--- config.mk ---
export PLATFORM = sky130hd
export DESIGN_NAME = yolo_write
export DESIGN_NICKNAME = d
export VERILOG_FILES = /design/src/source/yolo_bus_pkg.sv /design/src/source/yolo_cfg_pkg.sv /design/src/source/yolo_write.sv /design/src/source/mem_writer.sv /design/src/source/maxpool_result.sv /design/src/source/pixel_execute.sv /design/src/source/cfg_decode.sv
export VERILOG_INCLUDE_DIRS = /design/src /design/src/source
export SDC_FILE = /design/constraint.sdc
export NUM_CORES = 1
export LEC_CHECK = 0
export BUFFER_PORTS_ARGS = -buffer_cell sky130_fd_sc_hd__buf_2
export CAP_MARGIN = 20
export CORE_UTILIZATION = 36
export DETAILED_ROUTE_END_ITERATION = 7
export MAX_ROUTING_LAYER = met4
export PLACE_DENSITY = 0.54
export SLEW_MARGIN = 40
export SYNTH_ARGS = -nofsm -noshare
export SYNTH_HDL_FRONTEND = slang
export SYNTH_HIERARCHICAL = 1
export SYNTH_SLANG_ARGS = --single-unit
--- constraint.sdc ---
create_clock -name clk -period 6.96 [get_ports clk]
set_input_delay 1.74 -clock clk [delete_from_list [all_inputs] [get_ports clk]]
set_output_delay 1.74 -clock clk [all_outputs]
set_load 0.01 [all_outputs]
--- src/source/yolo_write_config.svh ---
`ifndef YOLO_WRITE_CONFIG_SVH
`define YOLO_WRITE_CONFIG_SVH

// data and bus widths
`define YW_DATA_W      32
`define YW_ADDR_W      32

// config port word address
`define YW_CFG_ADDR_W  3

// layer settings
`define YW_SHIFT_W     5
`define YW_LEN_W       16

// leaky relu slope as a right shift
`define YW_LEAKY_SHIFT 3

// 2x2 window flattened to a run of values
`define YW_POOL_N      4

`endif
--- src/source/yolo_bus_pkg.sv ---
`include "yolo_write_config.svh"

package yolo_bus_pkg;

   // wishbone master to slave
   typedef struct packed {
      logic                      cyc;
      logic                      stb;
      logic                      we;
      logic [`YW_ADDR_W-1:0]     adr;
      logic [`YW_DATA_W-1:0]     dat;
      logic [`YW_DATA_W/8-1:0]   sel;
   } wb_req_t;

   // wishbone slave to master
   typedef struct packed {
      logic                      ack;
      logic [`YW_DATA_W-1:0]     dat;
   } wb_rsp_t;

   // one accumulator value on a stream link
   typedef struct packed {
      logic                      valid;
      logic signed [`YW_DATA_W-1:0] data;
   } pix_t;

endpackage

--- src/source/yolo_cfg_pkg.sv ---
`include "yolo_write_config.svh"

package yolo_cfg_pkg;

   // word addresses on the config port
   typedef enum logic [`YW_CFG_ADDR_W-1:0] {
      CFG_EXT_ADDR = '0,
      CFG_LEN,
      CFG_SHIFT,
      CFG_BIAS,
      CFG_CTRL
   } cfg_reg_e;

   // flag positions inside CFG_CTRL
   localparam int CTRL_BIAS_BIT    = 0;
   localparam int CTRL_LEAKY_BIT   = 1;
   localparam int CTRL_MAXPOOL_BIT = 2;

   // settings held for one layer
   typedef struct packed {
      logic [`YW_ADDR_W-1:0]        ext_addr;
      logic [`YW_LEN_W-1:0]         len;
      logic [`YW_SHIFT_W-1:0]       shift;
      logic signed [`YW_DATA_W-1:0] bias;
      logic                         bias_en;
      logic                         leaky_en;
      logic                         maxpool_en;
   } layer_cfg_t;

endpackage

--- src/source/yolo_write.sv ---
`include "yolo_write_config.svh"

module yolo_write (
   input  logic                  clk,
   input  logic                  rst,
   input  yolo_bus_pkg::wb_req_t cfg_req,
   output yolo_bus_pkg::wb_rsp_t cfg_rsp,
   input  logic                  run,
   output logic                  done,
   input  yolo_bus_pkg::pix_t    pix_in,
   output logic                  pix_ready,
   output yolo_bus_pkg::wb_req_t mem_req,
   input  yolo_bus_pkg::wb_rsp_t mem_rsp
);
   import yolo_cfg_pkg::*;
   import yolo_bus_pkg::*;

   layer_cfg_t cfg;
   logic       start;
   logic       job_end;
   pix_t       exec_out;
   logic       exec_ready;
   pix_t       pool_out;
   logic       pool_ready;

   cfg_decode i_cfg_decode (
      .clk     (clk),
      .rst     (rst),
      .cfg_req (cfg_req),
      .run     (run),
      .job_end (job_end),
      .cfg_rsp (cfg_rsp),
      .cfg     (cfg),
      .start   (start),
      .done    (done)
   );

   pixel_execute i_pixel_execute (
      .clk       (clk),
      .rst       (rst),
      .cfg       (cfg),
      .pix_in    (pix_in),
      .out_ready (exec_ready),
      .in_ready  (pix_ready),
      .exec_out  (exec_out)
   );

   maxpool_result i_maxpool_result (
      .clk       (clk),
      .rst       (rst),
      .cfg       (cfg),
      .start     (start),
      .in        (exec_out),
      .out_ready (pool_ready),
      .in_ready  (exec_ready),
      .pool_out  (pool_out)
   );

   mem_writer i_mem_writer (
      .clk      (clk),
      .rst      (rst),
      .cfg      (cfg),
      .start    (start),
      .in       (pool_out),
      .mem_rsp  (mem_rsp),
      .in_ready (pool_ready),
      .mem_req  (mem_req),
      .job_end  (job_end)
   );

endmodule

--- src/source/mem_writer.sv ---
`include "yolo_write_config.svh"

module mem_writer (
   input  logic                     clk,
   input  logic                     rst,
   input  yolo_cfg_pkg::layer_cfg_t cfg,
   input  logic                     start,
   input  yolo_bus_pkg::pix_t       in,
   input  yolo_bus_pkg::wb_rsp_t    mem_rsp,
   output logic                     in_ready,
   output yolo_bus_pkg::wb_req_t    mem_req,
   output logic                     job_end
);

   typedef enum logic {
      WR_IDLE,
      WR_BUS
   } wr_state_e;

   wr_state_e             state;
   logic [`YW_LEN_W-1:0]  count;
   logic [`YW_LEN_W-1:0]  count_nxt;
   logic [`YW_ADDR_W-1:0] wr_adr;
   logic [`YW_DATA_W-1:0] wr_dat;
   logic                  take;
   logic                  bus_done;

   assign count_nxt = count + 1'b1;
   // closed once len words are out
   assign in_ready  = (state == WR_IDLE) && (count != cfg.len) && !start;
   assign take      = in_ready && in.valid;
   assign bus_done  = (state == WR_BUS) && mem_rsp.ack;
   // empty job ends right at start
   assign job_end   = (bus_done && count_nxt == cfg.len) || (start && cfg.len == '0);

   always_ff @(posedge clk or posedge rst) begin
      if (rst) begin
         state <= WR_IDLE;
         count <= '0;
      end else begin
         if (start)
            count <= '0;
         case (state)
            WR_IDLE: begin
               if (take)
                  state <= WR_BUS;
            end
            WR_BUS: begin
               if (mem_rsp.ack) begin
                  state <= WR_IDLE;
                  count <= count_nxt;
               end
            end
            default: state <= WR_IDLE;
         endcase
      end
   end

   // byte address of word count
   always_ff @(posedge clk) begin
      if (take) begin
         wr_adr <= cfg.ext_addr + {{(`YW_ADDR_W - `YW_LEN_W - 2){1'b0}}, count, 2'b00};
         wr_dat <= in.data;
      end
   end

   always_comb begin
      mem_req.cyc = (state == WR_BUS);
      mem_req.stb = (state == WR_BUS);
      mem_req.we  = 1'b1;
      mem_req.adr = wr_adr;
      mem_req.dat = wr_dat;
      mem_req.sel = '1;
   end

endmodule

--- src/source/maxpool_result.sv ---
`include "yolo_write_config.svh"

module maxpool_result (
   input  logic                     clk,
   input  logic                     rst,
   input  yolo_cfg_pkg::layer_cfg_t cfg,
   input  logic                     start,
   input  yolo_bus_pkg::pix_t       in,
   input  logic                     out_ready,
   output logic                     in_ready,
   output yolo_bus_pkg::pix_t       pool_out
);

   localparam int CNT_W = $clog2(`YW_POOL_N);

   logic                         advance;
   logic                         take;
   logic                         last;
   logic [CNT_W-1:0]             grp_cnt;
   logic signed [`YW_DATA_W-1:0] run_max;
   logic signed [`YW_DATA_W-1:0] cur_max;
   logic                         out_valid;
   logic signed [`YW_DATA_W-1:0] out_data;

   assign advance  = out_ready;
   assign in_ready = advance;
   assign take     = advance && in.valid;
   assign last     = (grp_cnt == CNT_W'(`YW_POOL_N - 1));

   // first value of a group starts a fresh maximum
   assign cur_max = (grp_cnt == '0 || in.data > run_max) ? in.data : run_max;

   always_ff @(posedge clk or posedge rst) begin
      if (rst) begin
         grp_cnt   <= '0;
         out_valid <= 1'b0;
      end else begin
         if (start)
            grp_cnt <= '0;
         else if (take && cfg.maxpool_en)
            grp_cnt <= last ? '0 : grp_cnt + 1'b1;
         // pass mode emits every value
         if (advance)
            out_valid <= in.valid && (!cfg.maxpool_en || last);
      end
   end

   always_ff @(posedge clk) begin
      if (take) begin
         run_max  <= cur_max;
         out_data <= cfg.maxpool_en ? cur_max : in.data;
      end
   end

   always_comb begin
      pool_out.valid = out_valid;
      pool_out.data  = out_data;
   end

endmodule

--- src/source/pixel_execute.sv ---
`include "yolo_write_config.svh"

module pixel_execute (
   input  logic                     clk,
   input  logic                     rst,
   input  yolo_cfg_pkg::layer_cfg_t cfg,
   input  yolo_bus_pkg::pix_t       pix_in,
   input  logic                     out_ready,
   output logic                     in_ready,
   output yolo_bus_pkg::pix_t       exec_out
);

   logic                         advance;
   logic signed [`YW_DATA_W-1:0] biased;
   logic signed [`YW_DATA_W-1:0] scaled;
   logic signed [`YW_DATA_W-1:0] activated;
   logic                         s1_valid;
   logic signed [`YW_DATA_W-1:0] s1_data;
   logic                         s2_valid;
   logic signed [`YW_DATA_W-1:0] s2_data;

   // output stall freezes both stages
   assign advance  = out_ready;
   assign in_ready = advance;

   // stage 1 bias then scale
   always_comb begin
      biased = pix_in.data;
      if (cfg.bias_en)
         biased = pix_in.data + cfg.bias;
      scaled = biased >>> cfg.shift;
   end

   // stage 2 leaky relu, negatives only
   always_comb begin
      activated = s1_data;
      if (cfg.leaky_en && s1_data[`YW_DATA_W-1])
         activated = s1_data >>> `YW_LEAKY_SHIFT;
   end

   always_ff @(posedge clk or posedge rst) begin
      if (rst) begin
         s1_valid <= 1'b0;
         s2_valid <= 1'b0;
      end else if (advance) begin
         s1_valid <= pix_in.valid;
         s2_valid <= s1_valid;
      end
   end

   always_ff @(posedge clk) begin
      if (advance) begin
         s1_data <= scaled;
         s2_data <= activated;
      end
   end

   always_comb begin
      exec_out.valid = s2_valid;
      exec_out.data  = s2_data;
   end

endmodule

--- src/source/cfg_decode.sv ---
`include "yolo_write_config.svh"

module cfg_decode (
   input  logic                     clk,
   input  logic                     rst,
   input  yolo_bus_pkg::wb_req_t    cfg_req,
   input  logic                     run,
   input  logic                     job_end,
   output yolo_bus_pkg::wb_rsp_t    cfg_rsp,
   output yolo_cfg_pkg::layer_cfg_t cfg,
   output logic                     start,
   output logic                     done
);
   import yolo_cfg_pkg::*;

   layer_cfg_t            bank;
   cfg_reg_e              reg_sel;
   logic                  access;
   logic                  run_ok;
   logic                  busy;
   logic                  ack_q;
   logic [`YW_DATA_W-1:0] rd_data;
   logic [`YW_DATA_W-1:0] rd_q;

   assign reg_sel = cfg_reg_e'(cfg_req.adr[`YW_CFG_ADDR_W-1:0]);
   // one access per strobe, ack closes it
   assign access  = cfg_req.cyc && cfg_req.stb && !ack_q;
   assign run_ok  = run && !busy;

   always_comb begin
      rd_data = '0;
      case (reg_sel)
         CFG_EXT_ADDR: rd_data[`YW_ADDR_W-1:0]  = bank.ext_addr;
         CFG_LEN:      rd_data[`YW_LEN_W-1:0]   = bank.len;
         CFG_SHIFT:    rd_data[`YW_SHIFT_W-1:0] = bank.shift;
         CFG_BIAS:     rd_data                  = bank.bias;
         CFG_CTRL: begin
            rd_data[CTRL_BIAS_BIT]    = bank.bias_en;
            rd_data[CTRL_LEAKY_BIT]   = bank.leaky_en;
            rd_data[CTRL_MAXPOOL_BIT] = bank.maxpool_en;
         end
         default:      rd_data = '0;
      endcase
   end

   // working bank, writable at any time
   always_ff @(posedge clk or posedge rst) begin
      if (rst) begin
         bank <= '0;
      end else if (access && cfg_req.we) begin
         case (reg_sel)
            CFG_EXT_ADDR: bank.ext_addr <= cfg_req.dat[`YW_ADDR_W-1:0];
            CFG_LEN:      bank.len      <= cfg_req.dat[`YW_LEN_W-1:0];
            CFG_SHIFT:    bank.shift    <= cfg_req.dat[`YW_SHIFT_W-1:0];
            CFG_BIAS:     bank.bias     <= cfg_req.dat;
            CFG_CTRL: begin
               bank.bias_en    <= cfg_req.dat[CTRL_BIAS_BIT];
               bank.leaky_en   <= cfg_req.dat[CTRL_LEAKY_BIT];
               bank.maxpool_en <= cfg_req.dat[CTRL_MAXPOOL_BIT];
            end
            default: ;
         endcase
      end
   end

   always_ff @(posedge clk or posedge rst) begin
      if (rst)
         ack_q <= 1'b0;
      else
         ack_q <= access;
   end

   always_ff @(posedge clk) begin
      if (access && !cfg_req.we)
         rd_q <= rd_data;
   end

   always_comb begin
      cfg_rsp.ack = ack_q;
      cfg_rsp.dat = rd_q;
   end

   // shadow copy and job control
   always_ff @(posedge clk or posedge rst) begin
      if (rst) begin
         cfg   <= '0;
         busy  <= 1'b0;
         start <= 1'b0;
         done  <= 1'b0;
      end else begin
         start <= run_ok;
         if (run_ok) begin
            cfg  <= bank;
            busy <= 1'b1;
            done <= 1'b0;
         end else if (job_end) begin
            busy <= 1'b0;
            done <= 1'b1;
         end
      end
   end

endmodule

**Yosys cells after proc, flatten, opt, wreduce, memory -nomap -nowiden**

Cells that the tools add are included.

- Register bits after elaboration: 426
- Input bits: 140
- Output and inout bits: 106
- Word-level logic and storage cells: 99

- Add/subtract/negate cells: 4
- Magnitude comparators: 1
- Equal/unequal tests: 7
- Shift-type cells: 1
- Multiplexer cells: 21
- Bitwise gates (word level): 1
- Reductions and logical operators: 33

Operator list:

| cell | count |
|---|---|
| 32-bit 2-to-1 mux | 3 |
| 16-bit 2-to-1 mux | 3 |
| 11-bit case mux with 3 select lines | 1 |
| 32-bit by 18-bit adder with 32-bit output | 1 |
| 32-bit adder | 1 |
| 32-bit > comparator | 1 |
| 16-bit case mux with 2 select lines | 1 |
| 32-bit by 5-bit >>> shifter with 32-bit output | 1 |
| 31-bit 2-to-1 mux | 1 |
| 16-bit by 1-bit adder with 16-bit output, second input constant | 1 |
| 16-bit equality test | 1 |
| 16-bit logical NOT | 1 |
| 16-bit != test | 1 |
| 1-bit logical AND | 15 |
| 3-bit case mux with 5 select lines | 1 |
| 2-bit AND reduction | 5 |
| 2-bit case mux with 4 select lines | 1 |
| 3-bit by 2-bit equality test with 1-bit output, second input constant | 2 |
| 1-bit 2-to-1 mux | 6 |
| 2-bit 2-to-1 mux | 3 |
| 1-bit logical NOT | 5 |
| 2-bit nonzero test | 2 |
| 3-bit by 1-bit equality test with 1-bit output, second input constant | 1 |
| 3-bit equality test, second input constant | 1 |
| other kinds (7) | 9 |

**Logic depth before layout (Yosys ltp)**

Gate-level depths: netlist of run 1.

- Word-level depth: 7
- Gate-level depth with buffers: 13
- Mapped depth without buffers: 13

**By module**

The synthesis of run 1 kept the hierarchy.

By module, submodules not included:

| module | instances | cells an instance | area each (um^2) | seq. area each (um^2) |
|---|---|---|---|---|
| cfg_decode | 1 | 506 | 8368.0 | 5465.2 |
| pixel_execute | 1 | 865 | 7333.3 | 1971.9 |
| mem_writer | 1 | 394 | 4459.3 | 2347.3 |
| maxpool_result | 1 | 276 | 3744.8 | 1996.9 |

**Worst setup path after synthesis of run 1**

No wires, ideal clock.

- Kind: in2reg
- Start: input port pix_in[2] (netlist bit)
- End: register i_pixel_execute.s1_data[1] (data pin)
- Setup time: 255 ps
- Arrival: 4485 ps
- Data required time: 6705 ps
- Setup slack: 2220 ps
- Stages: 11
- Buffers on the path: 0
- Cells stage by stage: ha_1 o211a_1 a211o_1 a211o_2 a31oi_4 xnor2_1 and2_4 or2_4 a221o_1 a221o_1 a31o_1

- Cells in the longest elaborated chain, start to end: 3

Ends and longest elaborated chain:

| item | line | text |
|---|---|---|
| from (decl) | yolo_write.sv:10 | `input yolo_bus_pkg::pix_t pix_in,` |
| 32-bit adder | pixel_execute.sv:30 | `biased = pix_in.data + cfg.bias;` |
| 32-bit 2-to-1 mux * | pixel_execute.sv:29 | `if (cfg.bias_en)` |
| 32-bit by 5-bit >>> shifter with 32-bit output * | pixel_execute.sv:31 | `scaled = biased >>> cfg.shift;` |
| net i_pixel_execute.scaled[1] | pixel_execute.sv:15 | `` logic signed [`YW_DATA_W-1:0] scaled; `` |
| to (signal assigned) | pixel_execute.sv:53 | `s1_data <= scaled;` |
| to (decl) | pixel_execute.sv:18 | `` logic signed [`YW_DATA_W-1:0] s1_data; `` |

Mark *: on every way through the listed nets, which the timed path passes. The rest lies on a longest branch.
A chain may end at the register's enable or synchronous reset.

**Worst setup path in the final report of run 1**

- Start: input port pix_in[24] (netlist bit)
- End: register i_pixel_execute.s1_data[7] (data pin)

Same word-level chain as after synthesis.

==> run_results.csv, run 1 <==
group,metric,value,unit
status,status,"finished clean",
timing,relSlewSlack,45.28,%
power_and_ir_drop,power_frac_comb,43.7,%
critical_path,arrival,5.69,ns
timing,finalCritPeriodShare,76.41,%
power_and_ir_drop,power_density,475.5,mW/mm^2
placed_design,place_congestion,0.9030,
critical_path,cp-start-kind,"input pin",
min_path,hold_class,"flip-flop to flip-flop",
critical_path,regToRegSetupSlack,2.55,ns
min_path,hold_depth,0,
finish,multi_input_area,0.01127,sq mm
synth,synth-edff-count,224,
global_route,grt-ovfl-total,0,
critical_path,critical_path_class,"input pin to flip-flop",
power_and_ir_drop,leakage,11.43,nW
power_and_ir_drop,switching_power,5.020,mW
power_and_ir_drop,intPower,7.902,mW
global_route,grtUsageTotal,19.62,%
timing,tns,0,ns
timing,period_needed,5.318,ns
synth,syn_area_per_cell,11.71,sq um
detailed_routing,dr_total_vias,17069,
synth,synth_top_area_cell,"edfxtp_1",
clock_tree,cts_buffers,48,
power_and_ir_drop,clkPwrFrac,19.8,%
finish,final_common_cell,"mux2_2",
synth,postSynthCellCount,2041,
placed_design,port_buffers,175,
timing,fmax,0.1880,GHz
clock_tree,clock_sinks,426,
critical_path,reg2regPathDepth,12,
power_and_ir_drop,ir_drop,0.2123,mV
finish,fin_nets,2397,
global_route,grt_pass1_wl,100.4,mm
timing,finalHoldViolations,0,
min_path,holdCritStartpoint,"i_maxpool_result/out_data[19]",
detailed_routing,drc,0,
global_route,grt_max_degree,149,
synth,ys_seq_area_share,49.28,%
timing,clock_skew,0.02489,ns
min_path,hold_path_end,"i_mem_writer/wr_dat[19]",
timing,drv_slew,0,
floorplanning,core_area,0.06575,sq mm
job,maxCapViolations,0,
clock_tree,clk_latency,0.60,ns
clock_tree,htreeDepth,2,
critical_path,regToRegEndpoint,"i_pixel_execute/s1_data[7]",
floorplanning,rows,94,
power_and_ir_drop,p_total,12.92,mW
floorplanning,dieHeight,259.7,microns
critical_path,end_kind,"flip-flop",
clock_tree,post_cts_resized,0,
power_and_ir_drop,p_seq_share,36.5,%
clock_tree,path_clk_slew,0.06,ns
detailed_routing,drt-initial-drc-count,1066,
synth,yosys_warnings,6,
finish,final_cell_mix,"247 x mux2_2, 224 x edfxtp_1, 200 x dfrtp_1",
global_route,grt_antenna_before_repair,15,
clock_tree,cts_root_buf,"clkbuf_16",
timing,tightest_slew,0.8200,ns
finish,area_delta_synth_final,13.68,%
synth,synth_area,0.02391,sq mm
timing,setup_viol,0,
finish,fill_cells,6224,
finish,drive_gt1_share,26.94,%
floorplanning,start_util,36.36,%
timing,rsz0062_at_grt,"false",
floorplanning,die_area,0.06744,sq mm
synth,ys.flop_type,"edfxtp_1",
synth,ys_types,105,
critical_path,reg2reg_from,"i_cfg_decode/cfg[27]",
clock_tree,clockBufferDepth,3,
floorplanning,die_x,259.7,microns
finish,regArea,0.01178,sq mm
detailed_routing,avgRoutedWirePerCell,20.91,microns
clock_tree,postCtsHoldBufs,0,
detailed_routing,first_pass_iters,6,
synth,synth.area.top_cells,"edfxtp_1 28%, dfrtp_1 21%, mux2_2 12%",
power_and_ir_drop,sw_frac_of_total,38.85,%
clock_tree,cts_tree,"done",
placed_design,hpwl,47.42,mm
synth,yosysTopAreaCellShare,28.14,%
synth,async_reset_ff_share,47.42,%
detailed_routing,ant_nets,0,
detailed_routing,vias_per_cell,5.524,
detailed_routing,wirelength,64.63,mm
critical_path,cp_max_fo,15,
global_route,first_global_vias,17136,
synth,synth_seq_cells,426,
critical_path,worstPathRequired,7.33,ns
floorplanning,ios,246,
clock_tree,cts.repair_timing.setup_buffer_count,0,
[per-layer routing]
metal / track usage [%] / wire (microns) / up-vias
li1: - / - / 8057
met1: 25.06 / 28280 / 8421
met2: 30.47 / 30070 / 476
met3: 4.211 / 4061 / 115
met4: 7.271 / 2214 / 0
met5: - / 0 / -
[per-stage QoR]
stage	area, sq um	std cells	hold WS [ns]	worst slack [ns]	utilization [%]
after floorplan	23920	2045	0.4003	0.3330	-
after global placement	25440	2982	0.4028	1.240	38.70
after detailed placement	25510	2985	0.4054	1.197	38.80
after CTS	27100	3074	0.4027	1.801	41.21
after global routing	27170	3088	0.4259	1.460	41.33
final	27170	3090	0.4053	1.642	41.33
[flip-flops by register name, summed over array words and instances, names as in the netlist]
signal	cells
i_pixel_execute/s2_valid	1
i_maxpool_result/out_data	32
i_pixel_execute/s1_data	32
i_mem_writer/state	1
i_maxpool_result/grp_cnt	2
i_cfg_decode/busy	1
i_mem_writer/wr_adr	32
i_cfg_decode/start	1
i_cfg_decode/rd_q	32
i_maxpool_result/run_max	32
i_cfg_decode/bank	88
i_mem_writer/count	16
i_cfg_decode/cfg	88
i_maxpool_result/out_valid	1
i_cfg_decode/done	1
i_mem_writer/wr_dat	32
i_pixel_execute/s2_data	32
i_pixel_execute/s1_valid	1
i_cfg_decode/ack_q	1
[critical path, stage by stage]
cell and delay (ns):
buf_2 0.15, ha_1 0.60, nand2_1 0.19, o21ai_0 0.63, a2111oi_0 0.16, nand4_1 0.19
and2_1 0.18, xor2_1 0.27, o211ai_1 0.31, a221oi_1 0.50, buf_4 0.23, mux2i_1 0.17
a211oi_1 0.37
[cell families after synthesis]
group           after synthesis  synth area share (%)
buf+inv                     195                 3.899
xor+xnor                     68                 2.491
mux                         342                 16.42
fa+ha+maj                    84                 4.459
flops                       426                 49.28
compound gates              451                 13.50
simple gates                474                 9.934
other cells                   1               0.01569
[power groups by stage]
stage,sequential [mW],combinational (mW),clock (mW)
floorplan,4.66,3.96,0
finish,4.71,5.65,2.56
CTS,4.73,5.63,2.63
detailed placement,4.77,5.59,0
global placement,4.74,5.52,0
global route,4.85,6.19,2.73
[layout make-up]
| type | instances | area share, % |
|---|---|---|
| Inverter | 68 | 0.9577 |
| Clock inverter | 30 | 1.151 |
| Multi-Input combinational cell | 1424 | 41.48 |
| Clock buffer | 59 | 4.683 |
| Sequential cell | 426 | 43.36 |
| Antenna cell | 14 | 0.1289 |
| Timing Repair Buffer | 205 | 4.264 |
| Tap cell | 864 | 3.978 |
[cell usage after synthesis (all sizes together), types with 33 or more instances]
library cell,number
a21oi,91
mux2,291
clkbuf,57
mux2i,43
o21ai,70
buf,70
edfxtp,224
nand4,44
dfrtp,202
ha,82
xnor2,39
inv,67
nand3,33
a211oi,33
nand2,126
nor3,39
nor2,115
[worst max path at each step]
stage | from | depth (start not counted) | slack (ns) | to
floorplan | rst | 1 | 0.33 | i_cfg_decode/ack_q
global placement | pix_in[23] | 12 | 1.24 | i_pixel_execute/s1_data[16]
detailed placement | pix_in[24] | 13 | 1.20 | i_pixel_execute/s1_data[7]
CTS | pix_in[24] | 13 | 1.80 | i_pixel_execute/s1_data[7]
global route | pix_in[24] | 13 | 1.46 | i_pixel_execute/s1_data[7]
finish | pix_in[24] | 13 | 1.64 | i_pixel_execute/s1_data[7]
(Power assumes the default switching activity.)
==> run 2: changes to the inputs <==
--- a/config.mk
+++ b/config.mk
@@ -6,12 +6,13 @@
 export SDC_FILE = /design/constraint.sdc
 export NUM_CORES = 1
 export LEC_CHECK = 0
+export ABC_AREA = 1
 export BUFFER_PORTS_ARGS = -buffer_cell sky130_fd_sc_hd__buf_2
 export CAP_MARGIN = 20
 export CORE_UTILIZATION = 36
 export DETAILED_ROUTE_END_ITERATION = 7
 export MAX_ROUTING_LAYER = met4
-export PLACE_DENSITY = 0.54
+export PLACE_DENSITY = 0.52
 export SLEW_MARGIN = 40
 export SYNTH_ARGS = -nofsm -noshare
 export SYNTH_HDL_FRONTEND = slang
==> constraint.sdc (replaced) <==
create_clock -name clk -period 5.3 [get_ports clk]
set_input_delay 1.325 -clock clk [delete_from_list [all_inputs] [get_ports clk]]
set_output_delay 1.325 -clock clk [all_outputs]
set_load 0.01 [all_outputs]
==> run_results.csv, run 2 <==
group,metric,value,unit
critical_path,end_kind,"output port",
timing,setup_viol,0,
detailed_routing,ant_nets,0,
synth,yosysTopAreaCellShare,27.17,%
floorplanning,ios,246,
finish,final_cell_mix,"1,151 x nand2_1, 330 x nand3_1, 323 x inv_1",
detailed_routing,route.met2.wl,34.70,mm
placed_design,hpwl,55.53,mm
global_route,grt_pass1_wl,113.9,mm
status,status,"finished clean",
finish,fin_nets,3441,
timing,timing.hold.ws,0.4072,ns
power_and_ir_drop,ir_drop,0.2813,mV
finish,reg_top3,"i_cfg_decode/bank (88), i_cfg_decode/cfg (88)",
detailed_routing,vias_per_cell,4.923,
global_route,grt_max_degree,119,
critical_path,cp_common_cell,"nand2_1",
min_path,hold_class,"flip-flop to flip-flop",
clock_tree,post_cts_resized,0,
synth,synthAdderAreaFrac,4.305,%
synth,ys.flop_type,"edfxtp_1",
floorplanning,core_area,0.06763,sq mm
finish,final_common_cell,"nand2_1",
critical_path,critical_path_class,"flip-flop to output port",
critical_path,cp_max_fo,6,
clock_tree,clock_sinks,426,
timing,tns,0,ns
detailed_routing,avgRoutedWirePerCell,17.69,microns
synth,synth_area,0.02476,sq mm
synth,synth-simple-area-share,32.53,%
synth,synth_seq_cells,426,
synth,synth_mux_area_share,0.1769,%
detailed_routing,top_layer_used,"met4",
synth,synth_top_family_by_area,"simple AND/OR/NAND/NOR gates",
placed_design,place_congestion,0.8984,
synth,synth.area.top_cells,"edfxtp_1 27%, dfrtp_1 20%, nand2_1 17%",
synth,postSynthCellCount,3083,
detailed_routing,wl_met3,4.073,mm
timing,finalHoldViolations,0,
timing,finalCritPeriodShare,68.62,%
critical_path,crit_chain,"xnor2_1 -> nand2_1 -> nor3_1 -> nand4_1 -> nand2_1 -> nor2_4 -> buf_2",
timing,relSlewSlack,46.80,%
synth,synth_top_area_cell,"edfxtp_1",
global_route,grt-ovfl-total,0,
placed_design,dpl.cell_count,4039,
detailed_routing,first_pass_iters,5,
floorplanning,start_util,36.61,%
detailed_routing,wirelength,73.17,mm
synth,yosys_warnings,6,
synth,ys_types,57,
floorplanning,rows,95,
clock_tree,postCtsHoldBufs,0,
detailed_routing,met1_length,32.40,mm
detailed_routing,drt-initial-drc-count,1443,
detailed_routing,drc,0,
floorplanning,dieHeight,264.3,microns
finish,area_delta_synth_final,12.92,%
timing,tightest_slew,0.7952,ns
finish,drive_gt1_share,13.88,%
power_and_ir_drop,power_density,648.7,mW/mm^2
timing,drv_slew,0,
global_route,grt_antenna_before_repair,7,
critical_path,max_stage_delay,0.48,ns
clock_tree,cts_root_buf,"clkbuf_16",
placed_design,dp_slack,1.218,ns
clock_tree,cts_tree,"done",
synth,synth_common_cells,"1,152 x nand2_1, 332 x inv_1, 330 x nand3_1, 224 x edfxtp_1, 202 x dfrtp_1",
detailed_routing,dr_total_vias,20361,
placed_design,port_buffers,175,
synth,synth-compound-area-share,5.508,%
synth,synth_xor_area_share,1.733,%
finish,final_cells,4136,
job,maxCapViolations,0,
clock_tree,cts.repair_timing.setup_buffer_count,0,
critical_path,arrival,2.31,ns
synth,synth-edff-count,224,
critical_path,cp_slowest_cell,"dfrtp_1",
timing,setup_slack,1.663,ns
clock_tree,clockBufferDepth,3,
floorplanning,die_area,0.06983,sq mm
critical_path,cp-start-kind,"flip-flop",
timing,fmax,0.2750,GHz
clock_tree,cts_buffers,49,
clock_tree,path_clk_slew,0.06,ns
global_route,first_global_vias,19769,
timing,clock_skew,0.02802,ns
critical_path,worstPathRequired,3.97,ns
power_and_ir_drop,leakage,13.82,nW
timing,period_needed,3.637,ns
synth,ys_seq_area_share,47.58,%
synth,async_reset_ff_share,47.42,%
timing,rsz0062_at_grt,"false",
floorplanning,die_x,264.3,microns
synth,syn_area_per_cell,8.032,sq um
clock_tree,clk_latency,0.60,ns
synth,post-synth-top-count-cell,"nand2_1",
clock_tree,htreeDepth,2,
global_route,grtUsageTotal,21.60,%
## run 2: area by class of cell
class / count / area (sq um)
Fill cell: 6807 / 39670
Antenna cell: 6 / 15.01
Inverter: 349 / 1316
Clock inverter: 24 / 276.5
Tap cell: 873 / 1092
Timing Repair Buffer: 196 / 1074
Multi-Input combinational cell: 2195 / 11000
Clock buffer: 67 / 1405
Sequential cell: 426 / 11780
## run 2: path summary, 6_finish.rpt
path | endpoint | start | cells after the start | slack [ns]
min reg2reg | i_mem_writer/wr_dat[23] | i_maxpool_result/out_data[23] | 0 | 0.41
max reg2reg | i_pixel_execute/s1_data[15] | i_cfg_decode/cfg[3] | 20 | 2.23
min | i_mem_writer/wr_dat[23] | i_maxpool_result/out_data[23] | 0 | 0.41
min in group asynchronous | i_pixel_execute/s2_valid | rst | 2 | 0.69
max | pix_ready | i_mem_writer/count[11] | 7 | 1.66
max in group asynchronous | i_cfg_decode/cfg[2] | rst | 3 | 3.49
## run 2: power breakdown
group          internal (mW)  switching [mW]
registers               5.38           0.819
logic                   2.64            5.82
clock network           2.07            1.41
total                   10.1            8.05
## run 2: worst max-delay path: cells and delay by family (launching register included)
kind | cells | cell delay, ns
buffers and inverters | 1 | 0.15
DFF | 1 | 0.48
xor gates and xnor gates | 1 | 0.29
and+or+nand+nor | 5 | 0.79
## run 2: stage by stage
step / area (sq um) / utilization [%] / power (mW)
2_1_floorplan: 24780 / - / 12.12
3_3_place_gp: 26230 / 38.78 / 14.61
3_5_place_dp: 26260 / 38.83 / 14.69
4_1_cts: 27940 / 41.31 / 18.27
5_1_grt: 27960 / 41.34 / 19.59
6_report: 27960 / 41.34 / 18.14
## run 2: routing by layer
metal	GRT usage [%]	vias up
met4	6.018	0
met5	-	-
met3	3.971	100
met2	35.49	531
li1	-	10232
met1	27.15	9498
## run 2: kinds of logic (layout without fill, tap and decap cells)
logic type      after synthesis  in the layout
buf+inv                     466            636
simple gates               1809           1809
compound gates              244            244
fa+ha+maj                    84             84
flops                       426            426
xor+xnor                     49             49
mux                           4              4
other cells                   1             11
